$ cat src/common/dii_pkg.sv
/* dii package: flit and id widths, flit positions inside a packet,
   header match helper used by the ring routers */
`default_nettype none

package dii_pkg;

  // data bits of one flit, last travels beside it
  localparam int flit_width = 16;

  // port id width, whole first flit is the destination
  localparam int id_width = 16;

  // flit index inside a packet
  localparam int dest_flit = 0; // destination id
  localparam int src_flit  = 1; // source id, payload after this

  // header flit addressed to id?
  // no subnet split, all id bits compared
  function automatic logic dest_match(
    input logic [flit_width-1:0] flit,
    input logic [id_width-1:0]   id
  );
    return flit[id_width-1:0] == id;
  endfunction

endpackage

`default_nettype wire

$ cat src/debug_ring/dii_buffer.sv
/* dii_buffer: small circular flit FIFO of last/data pairs,
   valid/ready handshake on input and output */
`default_nettype none

module dii_buffer #(
  parameter int BUFFER_SIZE = 4
) (
  input  logic                           clk,
  input  logic                           arst_n,
  input  logic                           in_valid,
  input  logic                           in_last,
  input  logic [dii_pkg::flit_width-1:0] in_data,
  output logic                           in_ready,
  output logic                           out_valid,
  output logic                           out_last,
  output logic [dii_pkg::flit_width-1:0] out_data,
  input  logic                           out_ready
);
  import dii_pkg::*;

  localparam int AW = $clog2(BUFFER_SIZE);     // pointer width
  localparam int CW = $clog2(BUFFER_SIZE + 1); // count reaches BUFFER_SIZE

  logic                  mem_last [BUFFER_SIZE];
  logic [flit_width-1:0] mem_data [BUFFER_SIZE];
  logic [AW-1:0]         rd_ptr;
  logic [AW-1:0]         wr_ptr;
  logic [CW-1:0]         count;
  logic                  push;
  logic                  pop;

  // wrap at BUFFER_SIZE, depth need not be a power of two
  function automatic logic [AW-1:0] ptr_inc(input logic [AW-1:0] p);
    return (p == AW'(BUFFER_SIZE - 1)) ? '0 : p + 1'b1;
  endfunction

  assign in_ready  = count < CW'(BUFFER_SIZE); // room for one more
  assign out_valid = count != '0;
  assign out_last  = mem_last[rd_ptr];          // head of queue
  assign out_data  = mem_data[rd_ptr];

  assign push = in_valid & in_ready;
  assign pop  = out_valid & out_ready;

  // flit storage, written at wr_ptr
  always_ff @(posedge clk) begin
    if (push) begin
      mem_last[wr_ptr] <= in_last;
      mem_data[wr_ptr] <= in_data;
    end
  end

  always_ff @(posedge clk or negedge arst_n) begin
    if (!arst_n) begin
      rd_ptr <= '0;
      wr_ptr <= '0;
      count  <= '0;
    end else begin
      if (push) wr_ptr <= ptr_inc(wr_ptr);
      if (pop)  rd_ptr <= ptr_inc(rd_ptr);
      case ({push, pop})
        2'b10:   count <= count + 1'b1;
        2'b01:   count <= count - 1'b1;
        default: ; // both or none, level unchanged
      endcase
    end
  end

endmodule

`default_nettype wire

$ cat src/debug_ring/ring_router_demux.sv
/* ring_router_demux: per-packet steering of one chain,
   deliver to the local port or forward along the chain */
`default_nettype none

module ring_router_demux (
  input  logic                           clk,
  input  logic                           arst_n,
  input  logic [dii_pkg::id_width-1:0]   local_id,
  input  logic                           in_valid,
  input  logic                           in_last,
  input  logic [dii_pkg::flit_width-1:0] in_data,
  output logic                           in_ready,
  output logic                           deliver_valid,
  output logic                           deliver_last,
  output logic [dii_pkg::flit_width-1:0] deliver_data,
  input  logic                           deliver_ready,
  output logic                           forward_valid,
  output logic                           forward_last,
  output logic [dii_pkg::flit_width-1:0] forward_data,
  input  logic                           forward_ready
);
  import dii_pkg::*;

  logic in_packet;  // header already passed, body follows
  logic route_q;    // 1 = deliver, latched at the header
  logic hdr_match;
  logic sel;

  // only meaningful while in_data is a header flit
  assign hdr_match = dest_match(in_data, local_id);

  // header decides directly, body flits follow the latched choice
  assign sel = in_packet ? route_q : hdr_match;

  // both sides see the same flit, only one gets valid
  assign deliver_valid = in_valid & sel;
  assign deliver_last  = in_last;
  assign deliver_data  = in_data;
  assign forward_valid = in_valid & ~sel;
  assign forward_last  = in_last;
  assign forward_data  = in_data;

  assign in_ready = sel ? deliver_ready : forward_ready;

  always_ff @(posedge clk or negedge arst_n) begin
    if (!arst_n) begin
      in_packet <= 1'b0;
      route_q   <= 1'b0;
    end else if (in_valid && in_ready) begin
      in_packet <= ~in_last; // last flit closes the packet
      route_q   <= sel;
    end
  end

endmodule

`default_nettype wire

$ cat src/debug_ring/ring_router_mux.sv
/* two-input round-robin flit stream merge
   grant held until the granted packet's last flit */
`default_nettype none

module ring_router_mux (
  input  logic                           clk,
  input  logic                           arst_n,
  input  logic                           a_valid,
  input  logic                           a_last,
  input  logic [dii_pkg::flit_width-1:0] a_data,
  output logic                           a_ready,
  input  logic                           b_valid,
  input  logic                           b_last,
  input  logic [dii_pkg::flit_width-1:0] b_data,
  output logic                           b_ready,
  output logic                           out_valid,
  output logic                           out_last,
  output logic [dii_pkg::flit_width-1:0] out_data,
  input  logic                           out_ready
);

  logic locked;   // grant held until the granted last flit
  logic owner;    // 0 = a, 1 = b
  logic rr_ptr;   // preferred input when both wait
  logic pick;
  logic sel;

  // free choice takes the only one waiting, else the round-robin pointer
  always_comb begin
    if (a_valid && b_valid) pick = rr_ptr;
    else if (b_valid)       pick = 1'b1;
    else                    pick = 1'b0;
  end

  assign sel = locked ? owner : pick;

  assign out_valid = sel ? b_valid : a_valid;
  assign out_last  = out_valid & (sel ? b_last : a_last); // last only on an offered flit
  assign out_data  = sel ? b_data  : a_data;

  assign a_ready = out_ready & ~sel;
  assign b_ready = out_ready & sel;

  // lock as soon as a flit is offered, so a stalled flit never changes
  always_ff @(posedge clk or negedge arst_n) begin
    if (!arst_n) begin
      locked <= 1'b0;
      owner  <= 1'b0;
      rr_ptr <= 1'b0;
    end else if (out_valid) begin
      if (out_ready && out_last) begin
        locked <= 1'b0;
        rr_ptr <= ~sel; // other side first next time
      end else begin
        locked <= 1'b1;
        owner  <= sel;
      end
    end
  end

endmodule

`default_nettype wire

$ cat src/debug_ring/ring_router.sv
/* ring_router: one ring stop, buffered chain and local inputs,
   per-chain demux, merge of deliveries and of chain 0 with injection */
`default_nettype none

module ring_router #(
  parameter int BUFFER_SIZE = 4
) (
  input  logic                                clk,
  input  logic                                arst_n,
  input  logic [dii_pkg::id_width-1:0]        local_id,
  input  logic                                local_in_valid,
  input  logic                                local_in_last,
  input  logic [dii_pkg::flit_width-1:0]      local_in_data,
  output logic                                local_in_ready,
  output logic                                local_out_valid,
  output logic                                local_out_last,
  output logic [dii_pkg::flit_width-1:0]      local_out_data,
  input  logic                                local_out_ready,
  input  logic [1:0]                          ring_in_valid,
  input  logic [1:0]                          ring_in_last,
  input  logic [1:0][dii_pkg::flit_width-1:0] ring_in_data,
  output logic [1:0]                          ring_in_ready,
  output logic [1:0]                          ring_out_valid,
  output logic [1:0]                          ring_out_last,
  output logic [1:0][dii_pkg::flit_width-1:0] ring_out_data,
  input  logic [1:0]                          ring_out_ready
);
  import dii_pkg::*;

  // buffered chain inputs
  logic [1:0]                 buf_valid, buf_last, buf_ready;
  logic [1:0][flit_width-1:0] buf_data;
  // demux outputs per chain
  logic [1:0]                 dlv_valid, dlv_last, dlv_ready;
  logic [1:0][flit_width-1:0] dlv_data;
  logic [1:0]                 fwd_valid, fwd_last, fwd_ready;
  logic [1:0][flit_width-1:0] fwd_data;
  // buffered local injection
  logic                       inj_valid, inj_last, inj_ready;
  logic [flit_width-1:0]      inj_data;

  for (genvar c = 0; c < 2; c++) begin : g_chain
    dii_buffer #(.BUFFER_SIZE(BUFFER_SIZE)) u_buf (
      .clk       (clk),
      .arst_n    (arst_n),
      .in_valid  (ring_in_valid[c]),
      .in_last   (ring_in_last[c]),
      .in_data   (ring_in_data[c]),
      .in_ready  (ring_in_ready[c]),
      .out_valid (buf_valid[c]),
      .out_last  (buf_last[c]),
      .out_data  (buf_data[c]),
      .out_ready (buf_ready[c])
    );

    ring_router_demux u_demux (
      .clk           (clk),
      .arst_n        (arst_n),
      .local_id      (local_id),
      .in_valid      (buf_valid[c]),
      .in_last       (buf_last[c]),
      .in_data       (buf_data[c]),
      .in_ready      (buf_ready[c]),
      .deliver_valid (dlv_valid[c]),
      .deliver_last  (dlv_last[c]),
      .deliver_data  (dlv_data[c]),
      .deliver_ready (dlv_ready[c]),
      .forward_valid (fwd_valid[c]),
      .forward_last  (fwd_last[c]),
      .forward_data  (fwd_data[c]),
      .forward_ready (fwd_ready[c])
    );
  end

  dii_buffer #(.BUFFER_SIZE(BUFFER_SIZE)) u_local_buf (
    .clk       (clk),
    .arst_n    (arst_n),
    .in_valid  (local_in_valid),
    .in_last   (local_in_last),
    .in_data   (local_in_data),
    .in_ready  (local_in_ready),
    .out_valid (inj_valid),
    .out_last  (inj_last),
    .out_data  (inj_data),
    .out_ready (inj_ready)
  );

  // deliveries from both chains share the local port
  ring_router_mux u_local_mux (
    .clk       (clk),
    .arst_n    (arst_n),
    .a_valid   (dlv_valid[0]),
    .a_last    (dlv_last[0]),
    .a_data    (dlv_data[0]),
    .a_ready   (dlv_ready[0]),
    .b_valid   (dlv_valid[1]),
    .b_last    (dlv_last[1]),
    .b_data    (dlv_data[1]),
    .b_ready   (dlv_ready[1]),
    .out_valid (local_out_valid),
    .out_last  (local_out_last),
    .out_data  (local_out_data),
    .out_ready (local_out_ready)
  );

  // injection joins chain 0 behind this stop's demux
  ring_router_mux u_chain0_mux (
    .clk       (clk),
    .arst_n    (arst_n),
    .a_valid   (fwd_valid[0]),
    .a_last    (fwd_last[0]),
    .a_data    (fwd_data[0]),
    .a_ready   (fwd_ready[0]),
    .b_valid   (inj_valid),
    .b_last    (inj_last),
    .b_data    (inj_data),
    .b_ready   (inj_ready),
    .out_valid (ring_out_valid[0]),
    .out_last  (ring_out_last[0]),
    .out_data  (ring_out_data[0]),
    .out_ready (ring_out_ready[0])
  );

  // chain 1 carries no injection, straight through
  assign ring_out_valid[1] = fwd_valid[1];
  assign ring_out_last[1]  = fwd_last[1];
  assign ring_out_data[1]  = fwd_data[1];
  assign fwd_ready[1]      = ring_out_ready[1];

endmodule

`default_nettype wire

$ cat src/debug_ring/debug_ring_expand.sv
/* debug_ring_expand: PORTS ring stops chained into two rings,
   chain ends left open as ext ports */
`default_nettype none

module debug_ring_expand #(
  parameter int PORTS       = 1,
  parameter int BUFFER_SIZE = 4
) (
  input  logic                                     clk,
  input  logic                                     arst_n,
  input  logic [PORTS-1:0][dii_pkg::id_width-1:0]   id_map,
  input  logic [PORTS-1:0]                         dii_in_valid,
  input  logic [PORTS-1:0]                         dii_in_last,
  input  logic [PORTS-1:0][dii_pkg::flit_width-1:0] dii_in_data,
  output logic [PORTS-1:0]                         dii_in_ready,
  output logic [PORTS-1:0]                         dii_out_valid,
  output logic [PORTS-1:0]                         dii_out_last,
  output logic [PORTS-1:0][dii_pkg::flit_width-1:0] dii_out_data,
  input  logic [PORTS-1:0]                         dii_out_ready,
  input  logic [1:0]                               ext_in_valid,
  input  logic [1:0]                               ext_in_last,
  input  logic [1:0][dii_pkg::flit_width-1:0]       ext_in_data,
  output logic [1:0]                               ext_in_ready,
  output logic [1:0]                               ext_out_valid,
  output logic [1:0]                               ext_out_last,
  output logic [1:0][dii_pkg::flit_width-1:0]       ext_out_data,
  input  logic [1:0]                               ext_out_ready
);
  import dii_pkg::*;

  // link i enters stop i, link PORTS leaves the last stop
  logic [PORTS:0][1:0]                 link_valid;
  logic [PORTS:0][1:0]                 link_last;
  logic [PORTS:0][1:0][flit_width-1:0] link_data;
  logic [PORTS:0][1:0]                 link_ready;

  assign link_valid[0] = ext_in_valid;
  assign link_last[0]  = ext_in_last;
  assign link_data[0]  = ext_in_data;
  assign ext_in_ready  = link_ready[0];

  assign ext_out_valid     = link_valid[PORTS];
  assign ext_out_last      = link_last[PORTS];
  assign ext_out_data      = link_data[PORTS];
  assign link_ready[PORTS] = ext_out_ready;

  for (genvar i = 0; i < PORTS; i++) begin : g_stop
    ring_router #(.BUFFER_SIZE(BUFFER_SIZE)) u_router (
      .clk             (clk),
      .arst_n          (arst_n),
      .local_id        (id_map[i]),
      .local_in_valid  (dii_in_valid[i]),
      .local_in_last   (dii_in_last[i]),
      .local_in_data   (dii_in_data[i]),
      .local_in_ready  (dii_in_ready[i]),
      .local_out_valid (dii_out_valid[i]),
      .local_out_last  (dii_out_last[i]),
      .local_out_data  (dii_out_data[i]),
      .local_out_ready (dii_out_ready[i]),
      .ring_in_valid   (link_valid[i]),
      .ring_in_last    (link_last[i]),
      .ring_in_data    (link_data[i]),
      .ring_in_ready   (link_ready[i]),
      .ring_out_valid  (link_valid[i+1]),
      .ring_out_last   (link_last[i+1]),
      .ring_out_data   (link_data[i+1]),
      .ring_out_ready  (link_ready[i+1])
    );
  end

endmodule

`default_nettype wire

$ cat src/hdl/debug_ring.sv
/* debug_ring: top level, chain 0 end looped into chain 1,
   chain 0 input idle, chain 1 end drained */
`default_nettype none

module debug_ring #(
  parameter int PORTS       = 1,
  parameter int BUFFER_SIZE = 4
) (
  input  logic                                     clk,
  input  logic                                     arst_n,
  input  logic [PORTS-1:0][dii_pkg::id_width-1:0]   id_map,
  input  logic [PORTS-1:0]                         dii_in_valid,
  input  logic [PORTS-1:0]                         dii_in_last,
  input  logic [PORTS-1:0][dii_pkg::flit_width-1:0] dii_in_data,
  output logic [PORTS-1:0]                         dii_in_ready,
  output logic [PORTS-1:0]                         dii_out_valid,
  output logic [PORTS-1:0]                         dii_out_last,
  output logic [PORTS-1:0][dii_pkg::flit_width-1:0] dii_out_data,
  input  logic [PORTS-1:0]                         dii_out_ready
);
  import dii_pkg::*;

  logic [1:0]                 ext_in_valid, ext_in_last, ext_in_ready;
  logic [1:0][flit_width-1:0] ext_in_data;
  logic [1:0]                 ext_out_valid, ext_out_last, ext_out_ready;
  logic [1:0][flit_width-1:0] ext_out_data;

  debug_ring_expand #(
    .PORTS       (PORTS),
    .BUFFER_SIZE (BUFFER_SIZE)
  ) u_ring (
    .clk           (clk),
    .arst_n        (arst_n),
    .id_map        (id_map),
    .dii_in_valid  (dii_in_valid),
    .dii_in_last   (dii_in_last),
    .dii_in_data   (dii_in_data),
    .dii_in_ready  (dii_in_ready),
    .dii_out_valid (dii_out_valid),
    .dii_out_last  (dii_out_last),
    .dii_out_data  (dii_out_data),
    .dii_out_ready (dii_out_ready),
    .ext_in_valid  (ext_in_valid),
    .ext_in_last   (ext_in_last),
    .ext_in_data   (ext_in_data),
    .ext_in_ready  (ext_in_ready),
    .ext_out_valid (ext_out_valid),
    .ext_out_last  (ext_out_last),
    .ext_out_data  (ext_out_data),
    .ext_out_ready (ext_out_ready)
  );

  // nothing enters chain 0 from outside
  assign ext_in_valid[0] = 1'b0;
  assign ext_in_last[0]  = 1'b0;
  assign ext_in_data[0]  = '0;

  // end of chain 0 feeds the start of chain 1
  assign ext_in_valid[1]  = ext_out_valid[0];
  assign ext_in_last[1]   = ext_out_last[0];
  assign ext_in_data[1]   = ext_out_data[0];
  assign ext_out_ready[0] = ext_in_ready[1]; // back-pressure from chain 1

  // unclaimed packets fall off the end of chain 1
  assign ext_out_ready[1] = 1'b1;

endmodule

`default_nettype wire

$ cat config.mk
export PLATFORM = sky130hd
export DESIGN_NAME = debug_ring
export DESIGN_NICKNAME = d
export VERILOG_FILES = /design/src/common/dii_pkg.sv /design/src/debug_ring/dii_buffer.sv /design/src/debug_ring/ring_router_demux.sv /design/src/debug_ring/ring_router_mux.sv /design/src/debug_ring/ring_router.sv /design/src/debug_ring/debug_ring_expand.sv /design/src/hdl/debug_ring.sv
export SDC_FILE = /design/constraint.sdc
export NUM_CORES = 1
export LEC_CHECK = 0
export BUFFER_PORTS_ARGS = -buffer_cell sky130_fd_sc_hd__buf_2
export CORE_ASPECT_RATIO = 0.8
export CORE_UTILIZATION = 60
export DETAILED_ROUTE_END_ITERATION = 6
export GPL_TIMING_DRIVEN = 0
export PLACE_DENSITY_LB_ADDON = 0.1
export SYNTH_ARGS = -nofsm -noshare
export SYNTH_HDL_FRONTEND = slang
export SYNTH_HIERARCHICAL = 1
export SYNTH_SLANG_ARGS = --single-unit
$ cat constraint.sdc
create_clock -name clk -period 6 [get_ports clk]
set_input_delay 0.3 -clock clk [delete_from_list [all_inputs] [get_ports clk]]
set_output_delay 0.3 -clock clk [all_outputs]
set_load 0.1 [all_outputs]
# == Yosys cells after proc, flatten, opt, wreduce, memory -nomap -nowiden ==
# Memories as Yosys holds them, arrays and structs flattened.
# Index checks and enable logic that the tools add are counted.
# totals
memories,4
in_bits,37
ramBits,136
elab_cells,106
out_inout_bits,19
regBits,27
# op_classes
reduce_logical,15
addsub,9
n_bitwise,21
n_lt_le_gt_ge,2
n_eq_ne,10
mux,28
# mem_list
memory,depth,word_bits,read_ports,rd_clocked_by_memory_dff,wr,line,source
u_ring.g_stop[0].u_router.g_chain[1].u_buf.mem_data,4,16,1,0,1,dii_buffer.sv:25,logic [flit_width-1:0] mem_data [BUFFER_SIZE];
u_ring.g_stop[0].u_router.u_local_buf.mem_data,4,16,1,0,1,dii_buffer.sv:25,
u_ring.g_stop[0].u_router.g_chain[1].u_buf.mem_last,4,1,1,0,1,dii_buffer.sv:24,logic mem_last [BUFFER_SIZE];
u_ring.g_stop[0].u_router.u_local_buf.mem_last,4,1,1,0,1,dii_buffer.sv:24,
# ops
op,n
$mux W16,2
$mux W1,20
$eq A16 B16 Y1,1
$eq A16 B16 Y1 const A,1
$and A1 B1 Y1,14
$eq A2 B2 Y1 const B,6
$pmux W3 S2,2
$reduce_bool A3 Y1,3
$sub A3 B1 Y3 const B,3
$add A2 B1 Y2 const B,4
$mux W2,4
$reduce_and A2 Y1,4
$add A3 B1 Y3 const B,2
$logic_and A1 B1 Y1,6
$lt A3 B3 Y1 const B,2
$not A1 Y1,6
$eq A2 B1 Y1 const B,2
$reduce_bool A2 Y1,2
$not A1 Y1 const A,1

# == Longest topological paths before layout ==
# Gate-level depths: netlist (run 1).
# depth
word_depth,12
ltp_mapped,21
depth_no_buf,18

# == Modules after synthesis ==
# Netlist (run 1), hierarchy kept.
# by_module_without_submodules
mod,cells_per_inst,n_inst,seq_area_each_um2,area_per_inst_um2
dii_buffer,132,3,2217.1,2940.3
ring_router_demux,77,2,50.0,595.6
ring_router_mux,46,2,75.1,445.4
ring_router,2,1,0.0,15.0
debug_ring,2,1,0.0,7.5

# == Worst setup path after synthesis (run 1) ==
# No wires, ideal clock.
# synth_timing
path_type,register -> output
startpoint,register u_ring.g_stop[0].u_router.g_chain[1].u_buf.rd_ptr[0]
endpoint,output port dii_out_last
arrival_ns,4.019
setup_slack_ns,1.681
path_buffers,2
path_stages_with_launch,13
required_ns,5.700
path_cell_list,dfrtp_1 > buf_6 > buf_12 > mux4_2 > xnor2_1 > nand4_1 > or3_1 > or2_4 > a21oi_1 > nand2b_1 > o21ai_4 > mux2i_1 > nor2_1
# synth_lines
item,line,source
from (decl),dii_buffer.sv:26,logic [AW-1:0] rd_ptr;
from (signal assigned),dii_buffer.sv:60,if (pop) rd_ptr <= ptr_inc(rd_ptr);
to (decl),debug_ring.sv:17,"output logic [PORTS-1:0] dii_out_last,"

==> flow_summary_export.csv, run 1 <==
group,metric,value,unit
outcome,status,"finished, final reports clean",
route,drt_iter0_markers,430,
setup_path,cpPeakStageDelay,0.74,ns
synthesis,postSynthAreaPerCell,17.2,µm²
clock_network,root_buffer,"clkbuf_16",
sta,fin_crit,5.59,ns
setup_path,crit_required,6.43,ns
power,p_switching,2.67,mW
setup_path,criticalPathCategory,"reg2reg",
sta,post-route-period-util,93.2,%
setup_path,crit_arrival,6.02,ns
clock_network,cts.reportedPaths.clkPinSlew,0.06,ns
setup_path,cp.depth,21,
sta,drv_slew,0,
setup_path,slowest_stage,"nor4_1",
finish,final_cells,1031,
finish,drive_gt1_share,28.9,%
die,initial_core_util,61.8,%
grt,grt_max_degree,32,
setup_path,cp-start-kind,"flip-flop",
run,maxCapViolations,0,
route,first_pass_iters,5,
placed_design,port_buffers,55,
sta,worstMarginPinSlew,1.05,ns
power,vdd_drop_max,0.000532,V
finish,fillCellCount,1161,
power,power_density,569,mW/mm²
clock_network,cts.sinks,235,
finish,antenna_cells,0,
synthesis,syn_area,0.0108,mm²
synthesis,netlist_instances,626,
setup_path,reg2reg_depth,21,
grt,grt_pass1_vias,5816,
placed_design,dpl.hpwl,14200,µm
power,combPwrFrac,46.2,%
worst_hold_path,min_path_type,"in2reg",
setup_path,path_buf_inv,5,
route,drt-wirelength-per-cell,19.9,µm
sta,hold_viol,0,
route,drc,0,
sta,relSlewSlack,30.1,%
finish,nets,848,
finish,areaGrowthSynthToFinish,15.3,%
power,seq_power_share,34.9,%
power,power_frac_clock,18.9,%
die,dieHeight,122,µm
route,viasPerCell,5.37,
route,vias,5538,
sta,grt_setup_unrepaired,"no",
placed_design,place_congestion,0.899,
finish,final_core_util,71.3,%
grt,grt_usage,23.1,%
setup_path,cp_max_fo,10,
die,die_x,152,µm
sta,finalClockSkew,0.0108,ns
route,postRouteAntennaNets,0,
worst_hold_path,hp-start,"dii_in_data[10]",
clock_network,cts_tree,"done",
clock_network,max-clock-path-buffers,3,
clock_network,clk_latency,0.51,ns
placed_design,dpl.cell_count,977,
sta,setup_violations,0,
grt,gr-total-overflow,0,
setup_path,ff2ff_setup_slack,0.41,ns
die,io_pins,56,
die,core,0.0174,mm²
setup_path,critPathCaptureType,"flip-flop",
sta,max_freq,179,MHz
clock_network,ctsResizeCount,0,
clock_network,htreeDepth,1,
synthesis,ys_warn_count,6,
grt,grt_pass1_wl,31500,µm
grt,antenna_found_initial,0,
power,netSwitchingFraction,37.8,%
power,internal_power,4.39,mW
setup_path,cp_top_family,"simple AND/OR/NAND/NOR gates",
power,p_leak,4.79,nW
route,drt_wl_total,20500,µm
clock_network,numCtsBuffers,23,
sta,tns,0,ns
setup_path,path_cells,"buf_2 -> buf_2 -> mux4_2 -> xor2_1 -> nor4_1 -> nand3_1 -> or2_4 -> a21oi_1 -> nand2b_1 -> o21ai_4 -> buf_4 -> and2_1 -> mux2_2 -> nand2_2 -> inv_1 -> ha_1 -> inv_1 -> fa_1 -> xor2_1 -> nor2_1 -> xnor2_1",
die,die_area,0.0185,mm²
die,rows,43,
sequential cells by signal (all words and copies together) (netlist names):
signal                                            cells
u_ring/g_stop.u_router/u_local_buf/wr_ptr             2
u_ring/g_stop.u_router/g_chain.u_buf/mem_data       128
u_ring/g_stop.u_router/u_local_buf/count              3
u_ring/g_stop.u_router/g_chain.u_buf/mem_last         8
u_ring/g_stop.u_router/u_local_buf/rd_ptr             2
u_ring/g_stop.u_router/u_local_buf/mem_last           4
u_ring/g_stop.u_router/u_local_mux/locked             1
u_ring/g_stop.u_router/g_chain.u_buf/count            6
u_ring/g_stop.u_router/u_local_mux/rr_ptr             1
u_ring/g_stop.u_router/u_chain0_mux/rr_ptr            1
u_ring/g_stop.u_router/g_chain.u_buf/rd_ptr           4
u_ring/g_stop.u_router/g_chain.u_demux/route_q        2
u_ring/g_stop.u_router/g_chain.u_buf/wr_ptr           4
u_ring/g_stop.u_router/g_chain.u_demux/in_packet      2
u_ring/g_stop.u_router/u_chain0_mux/locked            1
u_ring/g_stop.u_router/u_chain0_mux/owner             1
u_ring/g_stop.u_router/u_local_buf/mem_data          64
u_ring/g_stop.u_router/u_local_mux/owner              1
what timing repair did:
| item | CTS | global route |
|---|---|---|
| endpoints found under the hold margin | 74 | 0 |
| setup buffers | 0 | 0 |
| hold buffers | 13 | 0 |
placed cells by master (no fill, tap or decap), drive strengths merged, types with 14 or more instances in the layout:
cell,count
and2,14
buf,122
clkbuf,33
conb,73
dfrtp,31
edfxtp,204
ha,18
inv,33
mux2,42
mux4,51
nand2,21
nor2,18
o21ai,20
xnor2,14
xor2,27
layout make-up:
cell class / instances / area, µm² / area share (%)
Buffer: 70 / 556 / 4.47
Clock buffer: 30 / 612 / 4.92
Clock inverter: 11 / 83.8 / 0.675
Inverter: 32 / 120 / 0.966
Multi-Input combinational cell: 360 / 3470 / 27.9
Sequential cell: 235 / 6900 / 55.5
Tap cell: 225 / 282 / 2.27
Timing Repair Buffer: 68 / 405 / 3.26
stage by stage:
step                hold WS, ns  power (mW)  setup WS, ns  area (µm²)
floorplan               0.00441        5.07          1.70       11000
global placement          0.456        5.61         0.516       11600
detailed placement        0.468        5.76         0.459       11600
CTS                     0.00171        7.11         0.436       12400
global route            0.00624        7.42        0.0809       12400
finish                   0.0169        7.07         0.407       12400
routing by layer:
metal	global-route usage [%]	vias to the layer above	part of all wire, %
li1	-	2590	-
met1	32.1	2785	43
met2	39.1	136	49
met3	3.42	27	5.4
met4	5.63	0	1.8
met5	0	-	0
worst min path at each step:
stage / end / slack [ns] / depth (start not counted)
floorplan: asynchronous set/reset pin / 0.004 / 0
global placement: u_ring/g_stop[0].u_router/u_local_buf/rd_ptr[0] / 0.46 / 1
detailed placement: u_ring/g_stop[0].u_router/u_local_buf/rd_ptr[0] / 0.47 / 1
CTS: flip-flop / 0.002 / 1
global route: flip-flop / 0.006 / 1
finish: flip-flop / 0.02 / 1
power by group through the flow:
stage / Sequential [mW] / Clock [mW] / Combinational [mW]
5_1_grt: 2.50 / 1.42 / 3.50
3_5_place_dp: 2.50 / 0 / 3.25
3_3_place_gp: 2.47 / 0 / 3.15
2_1_floorplan: 2.45 / 0 / 2.62
4_1_cts: 2.47 / 1.37 / 3.28
6_report: 2.47 / 1.33 / 3.27
worst register-to-register path, delay by kind of cell (launching register included):
family / cells / cell delay [ns]
flip-flops: 1 / 0.35
AND/OR/NAND/NOR: 7 / 1.98
multiplexers: 2 / 0.59
AO/OA/AOI/OAI: 2 / 0.64
XOR/XNOR: 3 / 0.47
adder cells (fa/ha/maj): 2 / 0.55
buffers and inverters: 5 / 0.94
Power figures use the tool's default switching activity.
==> inputs of run 2 (changes only) <==
BUFFER_PORTS_ARGS = unset   (was -buffer_cell sky130_fd_sc_hd__buf_2)
DONT_BUFFER_PORTS = 1   (was unset)
==> run 2 against run 1 <==
Worst setup slack improved by 0.0051 ns. Combinational power decreased by 2%. Via count decreased by 1.5%. Global-route usage decreased by 0.15 points. Utilization decreased by 1.0 points.
==> flow_summary_export.csv, run 2 (synthesis gave the netlist of run 1 again) <==
group,metric,value,unit
setup_path,criticalPathCategory,"reg2reg",
sta,drv_slew,0,
setup_path,crit_required,6.42,ns
power,vdd_drop_max,0.000532,V
finish,antenna_cells,0,
clock_network,htreeDepth,1,
die,io_pins,56,
route,first_pass_iters,4,
grt,grt_max_degree,32,
clock_network,cts.reportedPaths.clkPinSlew,0.06,ns
sta,relSlewSlack,29.8,%
die,rows,43,
setup_path,ff2ff_setup_slack,0.41,ns
worst_hold_path,min_path_type,"in2reg",
finish,final_core_util,70.2,%
finish,multi_input_area,0.00348,mm²
run,maxCapViolations,0,
sta,grt_setup_unrepaired,"no",
outcome,status,"finished, final reports clean",
die,die_area,0.0185,mm²
power,power_density,572,mW/mm²
route,drt-wirelength-per-cell,20.9,µm
setup_path,reg2reg_depth,21,
finish,top_register,"u_ring/g_stop.u_router/g_chain.u_buf/mem_data",
finish,seq_area,0.00690,mm²
setup_path,cp_max_fo,10,
sta,hold_viol,0,
sta,max_freq,179,MHz
sta,finalClockSkew,0.0222,ns
die,dieHeight,122,µm
setup_path,cp-start-kind,"flip-flop",
route,drc,0,
setup_path,path_cells,"buf_2 -> buf_2 -> mux4_2 -> xor2_1 -> nor4_1 -> nand3_1 -> or2_4 -> a21oi_1 -> and2b_1 -> o21ai_4 -> buf_4 -> nor2_1 -> mux2_2 -> nand2_2 -> inv_1 -> ha_1 -> inv_1 -> fa_1 -> xor2_1 -> nor2_1 -> xnor2_1",
finish,areaGrowthSynthToFinish,13.6,%
setup_path,slowest_stage,"nor4_1",
grt,grt_usage,22.9,%
setup_path,cpPeakStageDelay,0.68,ns
placed_design,pre_cts_ws,0.361,ns
grt,antenna_found_initial,1,
clock_network,root_buffer,"clkbuf_16",
die,core,0.0174,mm²
sta,worstMarginPinSlew,1.05,ns
route,viasPerCell,5.54,
sta,holdWs,0.0456,ns
finish,fillCellCount,1144,
grt,grt_pass1_vias,5591,
finish,drive_gt1_share,24.0,%
grt,grt_pass1_wl,31400,µm
clock_network,cts_tree,"done",
placed_design,port_buffers,0,
die,initial_core_util,61.8,%
sta,tns,0,ns
power,power,7.00,mW
sta,setup_ws,0.412,ns
power,p_leak,4.61,nW
route,drt_wl_total,20500,µm
finish,layout_common_cells,"204 x edfxtp_1, 73 x conb_1, 53 x buf_4, 38 x mux2_2, 32 x inv_1",
setup_path,crit_arrival,6.01,ns
route,drt_iter0_markers,382,
clock_network,clk_latency,0.52,ns
route,vias,5455,
placed_design,place_congestion,0.840,
setup_path,critPathCaptureType,"flip-flop",
die,die_x,152,µm
sta,setup_violations,0,
finish,largest_reg_flops,128,
finish,nets,800,
sta,post-route-period-util,93.1,%
route,postRouteAntennaNets,0,
clock_network,cts.sinks,235,
sta,fin_crit,5.59,ns
placed_design,dpl.hpwl,14000,µm
worst_hold_path,hp-start,"dii_out_ready",
clock_network,numCtsBuffers,23,
clock_network,max-clock-path-buffers,3,
grt,gr-total-overflow,0,
finish,top_regs,"u_ring/g_stop.u_router/g_chain.u_buf/mem_data x128, u_ring/g_stop.u_router/u_local_buf/mem_data x64, u_ring/g_stop.u_router/g_chain.u_buf/mem_last x8",
finish,final_common_cell,"edfxtp_1",
run 2: changes by cell type in the layout (fill, tap and decap cells not counted), sizes merged:
| cell | change |
|---|---|
| buf | -54 |
| clkbuf | +2 |
| dlygate4sd3 | +6 |
| bufinv | -1 |
| clkinvlp | -1 |
| clkinv | +1 |
run 2: layout make-up:
type                    instances  area share [%]
clock buffers                  32            5.30
repair buffers                 20            1.72
flip-flops and latches        235            56.4
plain buffers                  70            4.54
well taps                     225            2.30
inverters                      32           0.981
clock inverters                10           0.409
multi-input cells             360            28.4
run 2: worst max-delay path, delay by kind of cell (launching register included):
family | cells | cell delay, ns
AND/OR/NAND/NOR | 7 | 2.00
buffers and inverters | 5 | 0.98
multiplexers | 2 | 0.66
adder cells (fa/ha/maj) | 2 | 0.57
XOR/XNOR | 3 | 0.48
AO/OA/AOI/OAI | 2 | 0.45
flip-flops | 1 | 0.35
run 2: per-layer routing:
metal,global-route usage (%),vias up,wire (µm)
met4,6.31,0,439
met2,37.0,141,9800
met5,0,-,0
li1,-,2491,-
met1,33.0,2787,9270
met3,3.66,36,1040
run 2: worst min path at each step:
| stage | end | slack (ns) | depth (start not counted) |
|---|---|---|---|
| after floorplan | asynchronous set/reset pin | 0.004 | 0 |
| after global placement | u_ring/g_stop[0].u_router/u_local_buf/rd_ptr[0] | 0.007 | 0 |
| after detailed placement | u_ring/g_stop[0].u_router/u_local_buf/rd_ptr[1] | 0.007 | 0 |
| after CTS | u_ring/g_stop[0].u_router/u_local_mux/rr_ptr | 0.02 | 2 |
| after global routing | u_ring/g_stop[0].u_router/u_local_mux/rr_ptr | 0.04 | 2 |
| final | u_ring/g_stop[0].u_router/u_local_mux/rr_ptr | 0.05 | 2 |
run 2: power breakdown:
part	leakage [nW]	internal, mW	switching [mW]
combinational	2.05	1.24	1.96
sequential	2.22	2.34	0.132
clock	0.342	0.754	0.579
total	4.61	4.33	2.67
run 2: per-stage QoR:
step | area (µm²) | instances
2_1_floorplan | 11000 | 697
3_3_place_gp | 11300 | 922
3_5_place_dp | 11300 | 922
4_1_cts | 12200 | 984
5_1_grt | 12200 | 984
6_report | 12200 | 984
run 2: what timing repair did:
item | 4_1_cts | 5_1_grt
hold endpoints to repair | 100 | 0
gates resized for setup | 0 | 1
endpoints found under the setup margin | 0 | 1
hold buffers | 20 | 0
buffers inserted | 0 | 0
